===== src/include/noc_params.svh =====
`ifndef NOC_PARAMS_SVH
`define NOC_PARAMS_SVH

// Entries in each NI FIFO
`define NOC_FIFO_DEPTH 4

`define NOC_NUM_GPUS 4

// Group field of this leaf cluster
`define NOC_LOCAL_GROUP 1

`define NOC_MAX_GPU_ID 32

`endif


===== src/hdl/noc_pkg.sv =====
`default_nettype none
`include "noc_params.svh"

package noc_pkg;

    typedef struct packed {
        logic [5:0] dest_id;
        logic [9:0] payload;
    } gpu_flit_t;

    typedef struct packed {
        logic [3:0] group;
        logic [1:0] leaf;
        logic [9:0] payload;
    } route_flit_t;

    // GPU 1 lands on address 4, i.e. group 1 leaf 0
    function automatic logic [5:0] id_to_addr(input logic [5:0] id);
        if (id >= 6'd1 && id <= 6'(`NOC_MAX_GPU_ID)) begin
            return id + 6'd3;
        end
        return 6'd0;
    endfunction

    function automatic logic [5:0] addr_to_id(input logic [5:0] addr);
        if (addr >= 6'd4 && addr <= 6'(`NOC_MAX_GPU_ID + 3)) begin
            return addr - 6'd3;
        end
        return 6'd0;
    endfunction

endpackage

`default_nettype wire


===== src/hdl/flit_fifo.sv =====
`timescale 1ns/10ps
`default_nettype none
`include "noc_params.svh"

module flit_fifo #(
    parameter type T_ENTRY = logic [15:0],
    parameter int DEPTH = `NOC_FIFO_DEPTH
) (
    input  wire logic   clk,
    input  wire logic   reset,
    input  wire logic   push,
    input  wire T_ENTRY push_data,
    input  wire logic   pop,
    output T_ENTRY      pop_data,
    output logic        full,
    output logic        empty
);

    localparam int PW = (DEPTH > 1) ? $clog2(DEPTH) : 1;
    localparam int CW = $clog2(DEPTH + 1);

    T_ENTRY mem [DEPTH];
    logic [PW-1:0] wr_ptr;
    logic [PW-1:0] rd_ptr;
    logic [CW-1:0] count;

    // Pointers wrap at DEPTH, which need not be a power of two
    function automatic logic [PW-1:0] bump(input logic [PW-1:0] p);
        return (p == PW'(DEPTH - 1)) ? '0 : p + 1'b1;
    endfunction

    assign full = (count == CW'(DEPTH));
    assign empty = (count == '0);

    // Show-ahead read
    assign pop_data = mem[rd_ptr];

    always_ff @(posedge clk or posedge reset) begin
        if (reset) begin
            wr_ptr <= '0;
            rd_ptr <= '0;
            count <= '0;
        end else begin
            if (push) begin
                wr_ptr <= bump(wr_ptr);
            end
            if (pop) begin
                rd_ptr <= bump(rd_ptr);
            end
            case ({push, pop})
                2'b10: count <= count + 1'b1;
                2'b01: count <= count - 1'b1;
                default: count <= count;
            endcase
        end
    end

    always_ff @(posedge clk) begin
        if (push) begin
            mem[wr_ptr] <= push_data;
        end
    end

    assert property (@(posedge clk) disable iff (reset) push |-> !full)
        else $error("flit_fifo: push while full");

    assert property (@(posedge clk) disable iff (reset) pop |-> !empty)
        else $error("flit_fifo: pop while empty");

endmodule

`default_nettype wire


===== src/hdl/gpu_ni.sv =====
`timescale 1ns/10ps
`default_nettype none
`include "noc_params.svh"

module gpu_ni #(
    parameter int GPU_ID = 1
) (
    input  wire logic                 clk,
    input  wire logic                 reset,
    input  wire noc_pkg::gpu_flit_t   gpu_in,
    input  wire logic                 gpu_in_valid,
    output logic                      gpu_in_ready,
    output noc_pkg::gpu_flit_t        gpu_out,
    output logic                      gpu_out_valid,
    input  wire logic                 gpu_out_ready,
    output noc_pkg::route_flit_t      route_out,
    output logic                      route_out_valid,
    input  wire logic                 route_ready,
    input  wire noc_pkg::route_flit_t route_in,
    input  wire logic                 route_in_valid
);

    localparam logic [5:0] OWN_ADDR = noc_pkg::id_to_addr(6'(GPU_ID));

    logic [5:0] dest_addr;
    logic [5:0] in_addr;
    noc_pkg::route_flit_t send_entry;
    noc_pkg::route_flit_t send_head;
    logic send_push;
    logic send_pop;
    logic send_full;
    logic send_empty;
    noc_pkg::gpu_flit_t recv_entry;
    noc_pkg::gpu_flit_t recv_head;
    logic recv_push;
    logic recv_pop;
    logic recv_full;
    logic recv_empty;

    // Send path: ID to routing address on the way in
    assign dest_addr = noc_pkg::id_to_addr(gpu_in.dest_id);
    assign send_entry = '{group: dest_addr[5:2], leaf: dest_addr[1:0], payload: gpu_in.payload};
    assign gpu_in_ready = !send_full;
    assign send_push = gpu_in_valid && !send_full;
    // Router ready only drops a cycle after it takes the pulse
    assign send_pop = route_ready && !route_out_valid && !send_empty;

    flit_fifo #(
        .T_ENTRY (noc_pkg::route_flit_t),
        .DEPTH   (`NOC_FIFO_DEPTH)
    ) i_send_fifo (
        .clk       (clk),
        .reset     (reset),
        .push      (send_push),
        .push_data (send_entry),
        .pop       (send_pop),
        .pop_data  (send_head),
        .full      (send_full),
        .empty     (send_empty)
    );

    // Receive path keeps only flits for this GPU, and drops when full
    assign in_addr = {route_in.group, route_in.leaf};
    assign recv_entry = '{dest_id: noc_pkg::addr_to_id(in_addr), payload: route_in.payload};
    assign recv_push = route_in_valid && (in_addr == OWN_ADDR) && !recv_full;
    assign recv_pop = gpu_out_ready && !recv_empty;

    flit_fifo #(
        .T_ENTRY (noc_pkg::gpu_flit_t),
        .DEPTH   (`NOC_FIFO_DEPTH)
    ) i_recv_fifo (
        .clk       (clk),
        .reset     (reset),
        .push      (recv_push),
        .push_data (recv_entry),
        .pop       (recv_pop),
        .pop_data  (recv_head),
        .full      (recv_full),
        .empty     (recv_empty)
    );

    always_ff @(posedge clk or posedge reset) begin
        if (reset) begin
            route_out_valid <= 1'b0;
            gpu_out_valid <= 1'b0;
        end else begin
            route_out_valid <= send_pop;
            gpu_out_valid <= recv_pop;
        end
    end

    always_ff @(posedge clk) begin
        if (send_pop) begin
            route_out <= send_head;
        end
        if (recv_pop) begin
            gpu_out <= recv_head;
        end
    end

endmodule

`default_nettype wire


===== config.mk =====
export PLATFORM = sky130hd
export DESIGN_NAME = gpu_ni
export DESIGN_NICKNAME = d
export VERILOG_FILES = /design/src/hdl/noc_pkg.sv /design/src/hdl/flit_fifo.sv /design/src/hdl/gpu_ni.sv
export VERILOG_INCLUDE_DIRS = /design/src /design/src/include
export SDC_FILE = /design/constraint.sdc
export NUM_CORES = 1
export LEC_CHECK = 0
export BUFFER_PORTS_ARGS = -buffer_cell sky130_fd_sc_hd__buf_2
export CAP_MARGIN = 40
export CORE_UTILIZATION = 40
export CTS_CLUSTER_DIAMETER = 60
export CTS_CLUSTER_SIZE = 40
export DETAILED_ROUTE_END_ITERATION = 8
export SYNTH_ARGS = -nofsm -noshare
export SYNTH_HDL_FRONTEND = slang
export SYNTH_SLANG_ARGS = --single-unit

===== constraint.sdc =====
create_clock -name clk -period 3.9 [get_ports clk]
set_input_delay 0.78 -clock clk [delete_from_list [all_inputs] [get_ports clk]]
set_output_delay 0.78 -clock clk [all_outputs]
set_load 0.1 [all_outputs]

### Yosys cells after proc, flatten, opt, wreduce, memory -nomap -nowiden

Memory sizes are Yosys's and may differ from the RTL's. A register that Yosys moved wholly into a read port is not among the register bits.
Cells that the tools add are included.

* RAM bits: 128
* register bits: 16
* memories kept: 2
* input port bits: 38

Memories
* i_recv_fifo.mem: depth 4, width 16, read ports 1, clocked after memory_dff 1, write ports 1, RTL line flit_fifo.sv:22 `T_ENTRY mem [DEPTH];`
* i_send_fifo.mem: depth 4, width 16, read ports 1, clocked after memory_dff 1, write ports 1, RTL line flit_fifo.sv:22

* add/sub/neg operators: 10
* reduce and logical (&&, ||, !) cells: 17
* eq/ne operators: 11
* $lt $le $gt $ge: 4
* multiplexer cells: 16

Operators with widths (count)
* $mux W6: 4
* $eq A2 B2 Y1 const B: 6
* $le A6 B6 Y1 const B: 2
* $pmux W3 S2: 2
* $add A2 B1 Y2 const B: 4
* $logic_and A1 B1 Y1: 8
* $mux W2: 4
* $add A3 B1 Y3 const B: 2
* $add A6 B2 Y6 const B: 1
* $eq A3 B3 Y1 const B: 2
* $eq A6 B3 Y1 const B: 1
* $ge A6 B1 Y1 const B: 1
* $ge A6 B3 Y1 const B: 1
* $logic_not A3 Y1: 2
* $mux W1: 6
* $sub A3 B1 Y3 const B: 2
* $sub A6 B2 Y6 const B: 1
* $logic_not A1 Y1: 5
* $eq A2 B1 Y1 const B: 2
* $reduce_bool A2 Y1: 2

### Logic depth before layout (Yosys ltp)

Gate-level depths: netlist of the first run.

* depth after elaboration: 5
* mapped depth: 11
* depth with buffers taken out: 11

### By module

From an unflattened synthesis of the first run, not the netlist that was laid out.

* cell total of the unflattened synthesis: 332
* area, all modules: 6896.6 um2

Modules (own cells, without submodules)
* flit_fifo: cells each 123, seq. area each 2097.0 um2, area an instance 2770.2 um2, instances 2
* gpu_ni: cells each 86, seq. area each 1011.0 um2, area an instance 1356.3 um2, instances 1

### Worst setup path before layout of the first run

No wires, ideal clock.

* kind: register -> register
* start point: reg route_out_valid
* end point: reg i_send_fifo.count[2]
* required time: 3821 ps
* buffers on the path: 0
* stages on the path, launching flop included: 8
* library setup time: 79 ps
* slack: 263 ps
* arrival: 3557 ps
* path through: dfrtp_1 -> nor3b_1 -> ha_1 -> inv_1 -> fa_1 -> xor2_1 -> nor2_1 -> xor2_1

* longest elaborated chain between the ends: 5

RTL lines
* from (decl): RTL line gpu_ni.sv:17 `output logic route_out_valid,`
* from (signal assigned): RTL line gpu_ni.sv:87 `route_out_valid <= send_pop;`
* $logic_not A1 Y1 *: RTL line gpu_ni.sv:46 `assign send_pop = route_ready && !route_out_valid && !send_empty;`
* $logic_and A1 B1 Y1 * (2 in series): RTL line gpu_ni.sv:46
* net i_send_fifo.pop: RTL line flit_fifo.sv:13 `input wire logic pop,`
* $eq A2 B1 Y1 / $eq A2 B2 Y1 (equally long branches): RTL line flit_fifo.sv:50 `case ({push, pop})`
* $pmux W3 S2 / $reduce_bool A2 Y1 (equally long branches)
* to (signal assigned): RTL line flit_fifo.sv:51 `2'b10: count <= count + 1'b1;`
* to (signal assigned): RTL line flit_fifo.sv:52 `2'b01: count <= count - 1'b1;`
* to (signal assigned): RTL line flit_fifo.sv:53 `default: count <= count;`
* to (decl): RTL line flit_fifo.sv:25 `logic [CW-1:0] count;`

The timed path passes the listed nets; every way through them passes the cells marked *.
A chain may end at the register's enable or synchronous reset.

### Final worst setup path of the first run

* start point: reg i_send_fifo.count[0]
* end point: out gpu_in_ready

* longest elaborated chain between the ends: 2

RTL lines
* $eq A3 B3 Y1: RTL line flit_fifo.sv:32 `assign full = (count == CW'(DEPTH));`
* $logic_not A1 Y1: RTL line gpu_ni.sv:43 `assign gpu_in_ready = !send_full;`
* to (decl): RTL line gpu_ni.sv:12 `output logic gpu_in_ready,`

No other way between the ends.

==> results of run 1 <==
==> worst paths after layout <==
path,start,endpoint,slack (ns)
max in group asynchronous,reset,i_send_fifo.rd_ptr[1]$_DFFE_PP0P_,3.07
min in group clk,i_send_fifo.count[2]$_DFFE_PP0P_,i_send_fifo.count[2]$_DFFE_PP0P_,0.49
hold / removal,reset,route_out_valid$_DFF_PP0_,0.42
hold reg to reg,i_send_fifo.count[2]$_DFFE_PP0P_,i_send_fifo.count[2]$_DFFE_PP0P_,0.49
setup reg to reg,i_send_fifo.count[0]$_DFFE_PP0P_,i_send_fifo.count[2]$_DFFE_PP0P_,1.58
setup / recovery,i_send_fifo.count[0]$_DFFE_PP0P_,gpu_in_ready,1.44
==> power groups by stage <==
stage	combinational (mW)	sequential, mW	clock (mW)
after CTS	2.11	2.73	1.64
after global placement	1.92	2.82	0
final	2.08	2.72	1.60
after global routing	2.20	2.76	1.71
after floorplan	0.844	3.53	0
after detailed placement	2.11	2.77	0
==> stage by stage <==
step                      instance area [µm²]  std cells   util
final                                    8130        652  0.488
after global routing                     8130        651  0.488
after CTS                                8130        651  0.488
after detailed placement                 7570        619  0.455
after global placement                   7450        613  0.448
after floorplan                          6830        326      -
==> cells by family (layout without fill, tap and decap cells) <==
family	count (synthesis)	after routing	share of synthesized area
compound gates	9	9	0.0119
xor+xnor	12	12	0.0154
fa+ha+maj	18	18	0.0352
buf+inv	29	134	0.0174
flops	176	176	0.763
mux	43	43	0.123
other cells	0	1	0
simple gates	39	39	0.0343
==> registers in the layout, summed over array words and instances, names as in the netlist <==
register,count
i_send_fifo.count,3
i_send_fifo.mem,64
i_recv_fifo.mem,64
i_recv_fifo.count,3
i_send_fifo.rd_ptr,2
route_out_valid,1
gpu_out_valid,1
route_out,16
i_send_fifo.wr_ptr,2
i_recv_fifo.rd_ptr,2
i_recv_fifo.wr_ptr,2
gpu_out,16
==> cell usage after synthesis, types with 2 or more instances <==
master / count
edfxtp_1: 160
mux4_2: 32
inv_1: 20
dfrtp_1: 16
ha_1: 16
nor2_1: 13
xor2_1: 9
mux2_2: 8
buf_2: 5
and2_2: 4
and3_1: 4
nor3_1: 4
and2_1: 3
mux2i_1: 3
o31ai_1: 3
xnor2_1: 3
a21oi_1: 2
clkbuf_1: 2
fa_1: 2
nand2b_1: 2
nand3b_1: 2
==> cell type report <==
type                            instances  area (µm²)  share of cell area
Timing Repair Buffer                   82         505              0.0622
Tap cell                              220         275              0.0339
Inverter                               20        75.1             0.00924
Clock inverter                         15         134              0.0165
Antenna cell                            1        2.50            0.000308
Clock buffer                           17         425              0.0523
Sequential cell                       176        5200               0.640
Multi-Input combinational cell        121        1510               0.185
==> layer usage <==
metal / vias to the layer above / share of wire / global-route usage
li1: 1476 / - / -
met1: 1643 / 0.44 / 0.176
met2: 66 / 0.50 / 0.225
met3: 15 / 0.041 / 0.0494
met4: 2 / 0.017 / 0.0600
met5: - / 0.0011 / 0
==> impl_results.md, run 1 <==
* Outcome: complete, no violations
* Crit path cell chain: or3b_1 -> buf_2
* Syn Inst Count at 326
* Clock Skews at roughly 0.010 ns
* Achievable Freq at just over 400 MHz
* Hold_ws at ~0.42 ns
* Sw Share at 0.371
* Worst setup path class: flip-flop to output port
* IO Port Bufs at between 70 and 80
* Mapped Area at 0.00683 mm²
* Max_slew headroom at 0.441
* Routed len/inst at 17.4 µm
* CTS H-tree depth at 4
* Cell taking the most area after synthesis: edfxtp_1
* Number of flops mapped to enable cells by yosys at 160
* First-pass GRT wire length at 18200 µm
* Via count at 3202
* Core Area at 0.0166 mm²
* DR iter-0 viols at between 150 and 200
* Wirelength, routed at approximately 11000 µm
* Final WS setup at 1.44 ns
* Worst-path clk slew at 0.07 ns
* Synth Register Bits at 176
* Flop pwr share at 0.425
* Initial antenna violation count at 2
* Chip height at roughly 130 µm
* Worst setup SP type: flip-flop
* Largest net degree at the start of global routing at 20
* All-Layer GR Usage at 0.141
* Sequential share of the synthesized area at 0.763
* Worst Tran Pin Value at 0.839 ns
* Share of cells above drive strength 1 at 0.369
* Yosys top cell area share at 0.704
* Vias in the first global route at 3398
* Internal Power at 4.02 mW
* Die Wd at 133 µm
* Synthesized Nets at approximately 380
* Total Die Area at 0.0176 mm²
* DR DRC count at 0
* Worst skew pair latency at 0.43 ns
* Worst Setup End Kind: output port
* Nets at about 470
* Max stage delay cell, worst path: or3b_1
* RSZ-0062 raised after global routing: false
* Fillers at about 1400
* Ports at 73
* Gpl congestion at 0.719
* Most frequent cells in the layout: edfxtp_1 (160), buf_2 (72), mux4_2 (32), inv_1 (20), clkbuf_16 (17)
* Top_reg_cell synth: edfxtp_1
* Row count at 47
* Place WS at 1.08 ns
* Total grt overflow at 0
* Setup TNS Final at 0 ns
* Hold_buf cts at 0
* DP HPWL at 7500 µm
* Worst Path Arrival at 1.68 ns
* Max-Cap Viols at 0
* Post-Syn Area per Cell at between 20 and 25 µm²
* Max incr delay on CP at between 0.4 and 0.5 ns
* Setup Buffers After CTS at 0
* Synth cell types at 34
* FFs w/ async S/R, synth at 0.0909
* Leak Pwr at 2.93 nW
* Starting density of the core at 0.410
* Total power at roughly 6.4 mW
* Final setup violation count at 0
* Net switching power at 2.37 mW
* Clock sinks at 176
* VDD IR max at 435 µV
* Via density at just under 5
* WP buf/inv at 1
* Worst Path Required at 3.12 ns
* Top cell family by delay on the critical path: simple AND/OR/NAND/NOR gates
* Fin. max-slew vios at 0
* Top post-synthesis cells by area: edfxtp_1 (70%), mux4_2 (11%), dfrtp_1 (5.9%)
* CTS tree: yes
* Tmin final at 2.46 ns
* Total CTS buffers at 17
* Clk root buf: clkbuf_16
* CP Max Fanout at 6
* Final hold violations at 0
* Power share of the combinational group at 0.325
* Commonest non-fill, non-tap cell in the layout: edfxtp_1
* Clk pwr share at 0.250
* Drt pass-1 iters at 4
* DRT antenna net count at 0
* CTS max path bufs at 2
* Layout area overhead at 19.1%
* Final worst-path cycle share at 0.630
* FF-to-FF path depth at 9
* CP Depth at 2
* Synth warnings at 0
* # resized after CTS at 0
* Worst hold path class: primary input to async pin
* PD cells at 787 mW/mm²
(Power assumes the default switching activity.)
==> inputs of run 2 (changes only) <==
- ABC_AREA: not set -> 1
- clock period: 3.9 -> 2.1 ns (I/O delays scaled with it)
==> impl_results.md, run 2 <==
* Outcome: complete, no violations
* Max incr delay on CP at 0.38 ns (-0.11 ns)
* Routed len/inst at 16.0 µm (-8.2%)
* Clock sinks at 176 (unchanged)
* Via density at 4.99 (+1.5%)
* Drt pass-1 iters at 7 (+3)
* Via count at 4223 (+32%)
* Clk pwr share at 0.237 (-0.013)
* Nets at 666 (+41%)
* Max-Cap Viols at 0 (unchanged)
* Worst Setup SP: i_recv_fifo.count[1]$_DFFE_PP0P_
* Worst-path clk slew at 0.07 ns (about the same)
* Top cell by count, worst path: inv_1
* Top_reg_cell synth: edfxtp_1
* Largest regs: i_recv_fifo.mem (64), i_send_fifo.mem (64)
* DRT antenna net count at 0 (unchanged)
* Worst hold path class: primary input to async pin
* Row count at 48 (+2.1%)
* Most frequent cells in the layout: edfxtp_1 (160), nor2_1 (83), buf_2 (72), o21ai_0 (53), nand2_1 (41)
* Placed cell areas at 0.00776 mm² (+2.6%)
* Worst skew pair latency at 0.43 ns (about the same)
* Total Die Area at 0.0183 mm² (+3.8%)
* Clk root buf: clkbuf_16
* Yosys top cell area share at 0.678 (-0.0262)
* Tmin final at 1.93 ns
* CTS H-tree depth at 4 (unchanged)
* Sw Share at 0.421 (+0.0506)
* Synth cell types at 30 (-12%)
* Largest net degree at the start of global routing at 33 (+65%)
* Total CTS buffers at 17 (unchanged)
* Sequential share of the synthesized area at 0.734 (-0.0284)
* Final WS setup at 0.171 ns (-1.27 ns)
* Net switching power at 5.31 mW (+120%)
* Diode count at 0 (-1)
* Mapped Area at 0.00709 mm² (+3.9%)
* Synth Register Bits at 176 (unchanged)
* CP Max Fanout at 3 (-3)
* Number of flops mapped to enable cells by yosys at 160 (unchanged)
* Fin. max-slew vios at 0 (unchanged)
* Share of cells above drive strength 1 at 0.227 (-0.142)
* WP buf/inv at 3 (+2)
* Core Area at 0.0173 mm² (+3.9%)
* # resized after CTS at 0 (unchanged)
* Cell taking the most area after synthesis: edfxtp_1
* RSZ-0062 raised after global routing: false
* Syn Inst Count at 521 (+60%)
* Most frequent cell after synthesis: edfxtp_1
* Place WS at 0.0108 ns (-1.07 ns)
* Crit path cell chain: inv_1 -> nand3_1 -> nand3_4 -> ha_1 -> inv_1 -> fa_1 -> inv_1 -> nand2_1 -> nand3b_1 -> xor2_1
* VDD IR max at 841 µV (+93%)
* Final hold violations at 0 (unchanged)
* PD cells at 1510 mW/mm² (+92%)
* Worst setup SP type: flip-flop
* Final setup violation count at 0 (unchanged)
* Top post-synthesis cells by area: edfxtp_1 (68%), dfrtp_1 (5.6%), nor2_1 (4.4%)
* Top cell family by delay on the critical path: adder cells
* Ports at 73 (unchanged)
* Leak Pwr at 3.13 nW (+6.7%)
* Synthesized Nets at 577 (+51%)
* Commonest cells post-synth: edfxtp_1 (160), nor2_1 (83), o21ai_0 (53)
* Commonest non-fill, non-tap cell in the layout: edfxtp_1
* Internal Power at 7.29 mW (+81%)
* Wirelength, routed at 13500 µm (+19%)
* Starting density of the core at 0.410 (about the same)
* Final instance area at 0.00832 mm² (+2.4%)
* IO Port Bufs at 72 (unchanged)
* CTS tree: yes
* Worst Path Required at 2.45 ns (-0.67 ns)
* Power share of the combinational group at 0.373 (+0.048)
* Worst setup path class: flip-flop to flip-flop
* Post-Syn Area per Cell at 13.6 µm² (-35%)
* Gpl congestion at 0.785 (+9.1%)
* DR DRC count at 0 (unchanged)
* Hold_ws at 0.0544 ns (-0.367 ns)
* Final worst-path cycle share at 0.919
* Setup Buffers After CTS at 0 (unchanged)
* DP HPWL at 8390 µm (+12%)
* Max stage delay cell, worst path: dfrtp_1
* DR iter-0 viols at 207 (+8.4%)
* Total grt overflow at 0 (unchanged)
* Fillers at 1517 (+11%)
* Worst Setup End Kind: flip-flop
* Worst Path Arrival at 2.27 ns (+0.59 ns)
* Max_slew headroom at 0.596 (+0.155)
* Chip height at 135 µm (+1.9%)
* FFs w/ async S/R, synth at 0.0909 (unchanged)
* Setup TNS Final at 0 ns (unchanged)
* Fin util at 0.481 (-0.00727)
* Hold_buf cts at 0 (unchanged)
* Layout area overhead at 17.4%
* R2r startpoint: i_recv_fifo.count[1]$_DFFE_PP0P_
* Vias in the first global route at 4141 (+22%)
* Worst Tran Pin Value at 0.606 ns (-0.234 ns)
* Flop pwr share at 0.390 (-0.035)
* Die Wd at 135 µm (+1.9%)
* Initial antenna violation count at 0 (-2)
* Synth warnings at 0 (unchanged)
* Clock Skews at 0.00770 ns (-0.00240 ns)
* All-Layer GR Usage at 0.156 (+0.0150)
* CTS max path bufs at 2 (unchanged)
* Achievable Freq at 518 MHz
* First-pass GRT wire length at 21300 µm (+17%)
-- run 2: cell types whose count changed after synthesis, sizes merged, moves of 7 or more --
cell	before	now
mux4	32	0
nand2	1	44
mux2	8	0
o21ai	1	68
o22ai	0	32
nand3	1	10
nor2	13	86
buf	7	18
inv	20	46
and2	7	0
-- run 2: metrics by stage --
stage | cells | power [mW]
2_1_floorplan | 521 | 8.92
3_3_place_gp | 816 | 9.58
3_5_place_dp | 816 | 9.72
4_1_cts | 847 | 12.7
5_1_grt | 847 | 13.2
6_report | 847 | 12.6
-- run 2: path summary, 6_finish.rpt --
check                                                   endpoint  slack (ns)  cells after the start
worst min-delay path                     gpu_out_valid$_DFF_PP0_        0.05                      2
min in group clk                 i_recv_fifo.mem[3][9]$_DFFE_PP_        0.21                      1
worst min register to register  i_send_fifo.count[0]$_DFFE_PP0P_        0.47                      1
worst max-delay path            i_recv_fifo.count[2]$_DFFE_PP0P_        0.17                     10
max in group asynchronous              route_out_valid$_DFF_PP0_        1.59                      2
worst max register to register  i_recv_fifo.count[2]$_DFFE_PP0P_        0.17                     10
-- run 2: logic make-up after synthesis --
kind of cell / Yosys count / share of synthesized area
XOR/XNOR: 7 / 0.00971
buffers and inverters: 64 / 0.0492
adder cells (fa/ha/maj): 18 / 0.0339
AND/OR/NAND/NOR: 150 / 0.0900
flip-flops: 176 / 0.734
AO/OA/AOI/OAI: 106 / 0.0829
-- run 2: worst register-to-register path, delay by kind of cell, from the launching register on --
family	cells	cell delay [ns]
adders and majority gates	2	0.54
DFF	1	0.38
and+or+nand+nor	4	0.51
buffers and inverters	3	0.25
xor gates and xnor gates	1	0.17
-- run 2: power by group through the flow --
stage | Sequential, mW | Clock [mW] | Combinational [mW]
after floorplan | 6.89 | 0 | 2.03
after global placement | 4.98 | 0 | 4.60
after detailed placement | 5.00 | 0 | 4.72
after CTS | 4.93 | 3.04 | 4.74
after global routing | 4.98 | 3.17 | 5.10
final | 4.91 | 2.99 | 4.69
-- run 2: layer usage --
metal  up-vias  wire length (µm)  part of all wire  track usage
li1       2032                 -                 -            -
met1      2088              6040              0.45        0.196
met2        89              6650              0.49        0.259
met3        14               659             0.049       0.0419
met4         0               182             0.013       0.0581
met5         -                 0                 0            0
-- run 2: final cells by class --
type	count	area, µm²	share of cell area
clock buffer	17	425	0.0511
clock inverter	14	135	0.0162
inverter	46	181	0.0218
multi-input combinational	281	1560	0.187
sequential	176	5210	0.626
tap	225	282	0.0338
timing repair buffer	88	531	0.0637
==> inputs of run 3 (changes only) <==
- HOLD_SLACK_MARGIN: not set -> 0.15
==> impl_results.md, run 3 (synthesis gave the netlist of run 2 again) <==
* IO Port Bufs at 72 (unchanged)
* Layout area overhead at 17.5%
* Initial antenna violation count at 0 (unchanged)
* Worst Setup End Kind: flip-flop
* PD cells at 1510 mW/mm² (-0.13%)
* Outcome: complete, no violations
* Fin. max-slew vios at 0 (unchanged)
* Worst hold path class: primary input to flip-flop
* DP HPWL at 8390 µm (unchanged)
* All-Layer GR Usage at 0.157 (+0.000165)
* CTS H-tree depth at 4 (unchanged)
* DRT antenna net count at 0 (unchanged)
* CTS tree: yes
* Max-Cap Viols at 0 (unchanged)
* Worst skew pair latency at 0.43 ns (about the same)
* Largest regs: i_recv_fifo.mem (64), i_send_fifo.mem (64)
* Die Wd at 135 µm (unchanged)
* Setup Buffers After CTS at 0 (unchanged)
* Top cell by count, worst path: inv_1
* Clock Skews at 0.00826 ns (+0.000555 ns)
* Total power at 12.6 mW (about the same)
* Wirelength, routed at 13500 µm (-0.13%)
* Nets at 667 (+0.15%)
* Net switching power at 5.30 mW (about the same)
* Clk root buf: clkbuf_16
* Achievable Freq at 518 MHz (about the same)
* Ports at 73 (unchanged)
* Top cell family by delay on the critical path: adder cells
* Final hold violations at 0 (unchanged)
* Worst setup SP type: flip-flop
* Largest net degree at the start of global routing at 33 (unchanged)
* Worst Tran Pin Value at 0.605 ns (-0.000656 ns)
* Total grt overflow at 0 (unchanged)
* Max stage delay cell, worst path: dfrtp_1
* Worst-path clk slew at 0.07 ns (about the same)
* Final setup violation count at 0 (unchanged)
* Via count at 4236 (+0.31%)
* Setup TNS Final at 0 ns (unchanged)
* Sw Share at 0.421 (about the same)
* Core Area at 0.0173 mm² (unchanged)
* Total Die Area at 0.0183 mm² (unchanged)
* CP Max Fanout at 3 (unchanged)
* Worst Path Required at 2.44 ns (about the same)
* Worst setup path class: flip-flop to flip-flop
* Via density at 5.00 (+0.19%)
* Clk pwr share at 0.237 (about the same)
* Worst Path Arrival at 2.27 ns (about the same)
* Diode count at 0 (unchanged)
* Vias in the first global route at 4149 (+0.19%)
* CTS max path bufs at 2 (unchanged)
* Crit path cell chain: inv_1 -> nand3_1 -> nand3_4 -> ha_1 -> inv_1 -> fa_1 -> inv_1 -> nand2_1 -> nand3b_1 -> xor2_1
* Commonest non-fill, non-tap cell in the layout: edfxtp_1
* DR DRC count at 0 (unchanged)
* Total CTS buffers at 17 (unchanged)
* Tmin final at 1.93 ns (+0.00101 ns)
* Internal Power at 7.29 mW (about the same)
* Drt pass-1 iters at 7 (unchanged)
* Reg2Reg Setup Slack at 0.17 ns (about the same)
* Final worst-path cycle share at 0.919 (about the same)
* Routed len/inst at 15.9 µm (-0.24%)
* VDD IR max at 841 µV (about the same)
* First-pass GRT wire length at 21300 µm (+0.13%)
* Row count at 48 (unchanged)
* Clock sinks at 176 (unchanged)
* Max_slew headroom at 0.596 (about the same)
* DR iter-0 viols at 206 (-0.48%)
* Starting density of the core at 0.410 (unchanged)
* Flop pwr share at 0.390 (about the same)
* Fin util at 0.482 (+0.000579)
* Gpl congestion at 0.785 (unchanged)
* Most frequent cells in the layout: edfxtp_1 (160), nor2_1 (83), buf_2 (72), o21ai_0 (53), nand2_1 (41)
* Leak Pwr at 3.14 nW (+0.13%)
* Share of cells above drive strength 1 at 0.226 (-0.000364)
* WP buf/inv at 3 (unchanged)
* Chip height at 135 µm (unchanged)
* RSZ-0062 raised after global routing: false
* Max incr delay on CP at 0.39 ns (about the same)
* Power share of the combinational group at 0.373 (about the same)
==> run 3: changes by cell type in the layout (fill, tap and decap cells not counted) <==
cell,delta
dlygate4sd3_1,+1
==> run 3: power by group through the flow <==
stage	combinational [mW]	sequential (mW)	clock, mW
2_1_floorplan	2.03	6.89	0
3_3_place_gp	4.60	4.98	0
3_5_place_dp	4.72	5.00	0
4_1_cts	4.74	4.93	3.04
5_1_grt	5.10	4.98	3.17
6_report	4.70	4.92	2.98
==> run 3: area by class of cell <==
class / instances / area (µm²)
well taps: 225 / 282
multi-input cells: 281 / 1560
repair buffers: 89 / 541
fillers: 1515 / 8960
inverters: 46 / 181
clock buffers: 17 / 425
clock inverters: 14 / 135
flip-flops and latches: 176 / 5210
==> run 3: path summary, 6_finish.rpt <==
check,from,endpoint,cells past startpoint
min,gpu_in[6],i_send_fifo.mem[3][6]$_DFFE_PP_,1
max in group asynchronous,reset,route_out_valid$_DFF_PP0_,3
max reg2reg,i_recv_fifo.count[0]$_DFFE_PP0P_,i_recv_fifo.count[2]$_DFFE_PP0P_,10
min in group asynchronous,reset,gpu_out_valid$_DFF_PP0_,3
max,i_recv_fifo.count[0]$_DFFE_PP0P_,i_recv_fifo.count[2]$_DFFE_PP0P_,10
min reg2reg,i_send_fifo.count[0]$_DFFE_PP0P_,i_send_fifo.count[0]$_DFFE_PP0P_,1
==> run 3: repair_timing <==
action,4_1_cts,5_1_grt
hold buffers,1,0
setup endpoints to repair,0,0
resized for setup,0,0
endpoints found under the hold margin,16,0
==> run 3: metal layers <==
layer,routed length [µm],part of all wire,track usage
met5,0,0,0
met4,183,0.014,0.0581
met3,588,0.044,0.0419
met2,6660,0.49,0.260
met1,6090,0.45,0.196
==> run 3: stage by stage <==
stage          hold WS (ns)  worst slack, ns  std cells  instance area, µm²
4_1_cts               0.187            0.201        848                8330
2_1_floorplan         0.334           0.0226        521                7120
3_3_place_gp          0.464            0.111        816                7760
5_1_grt               0.199           0.0205        848                8330
3_5_place_dp          0.464           0.0108        816                7760
6_report              0.207            0.170        848                8330
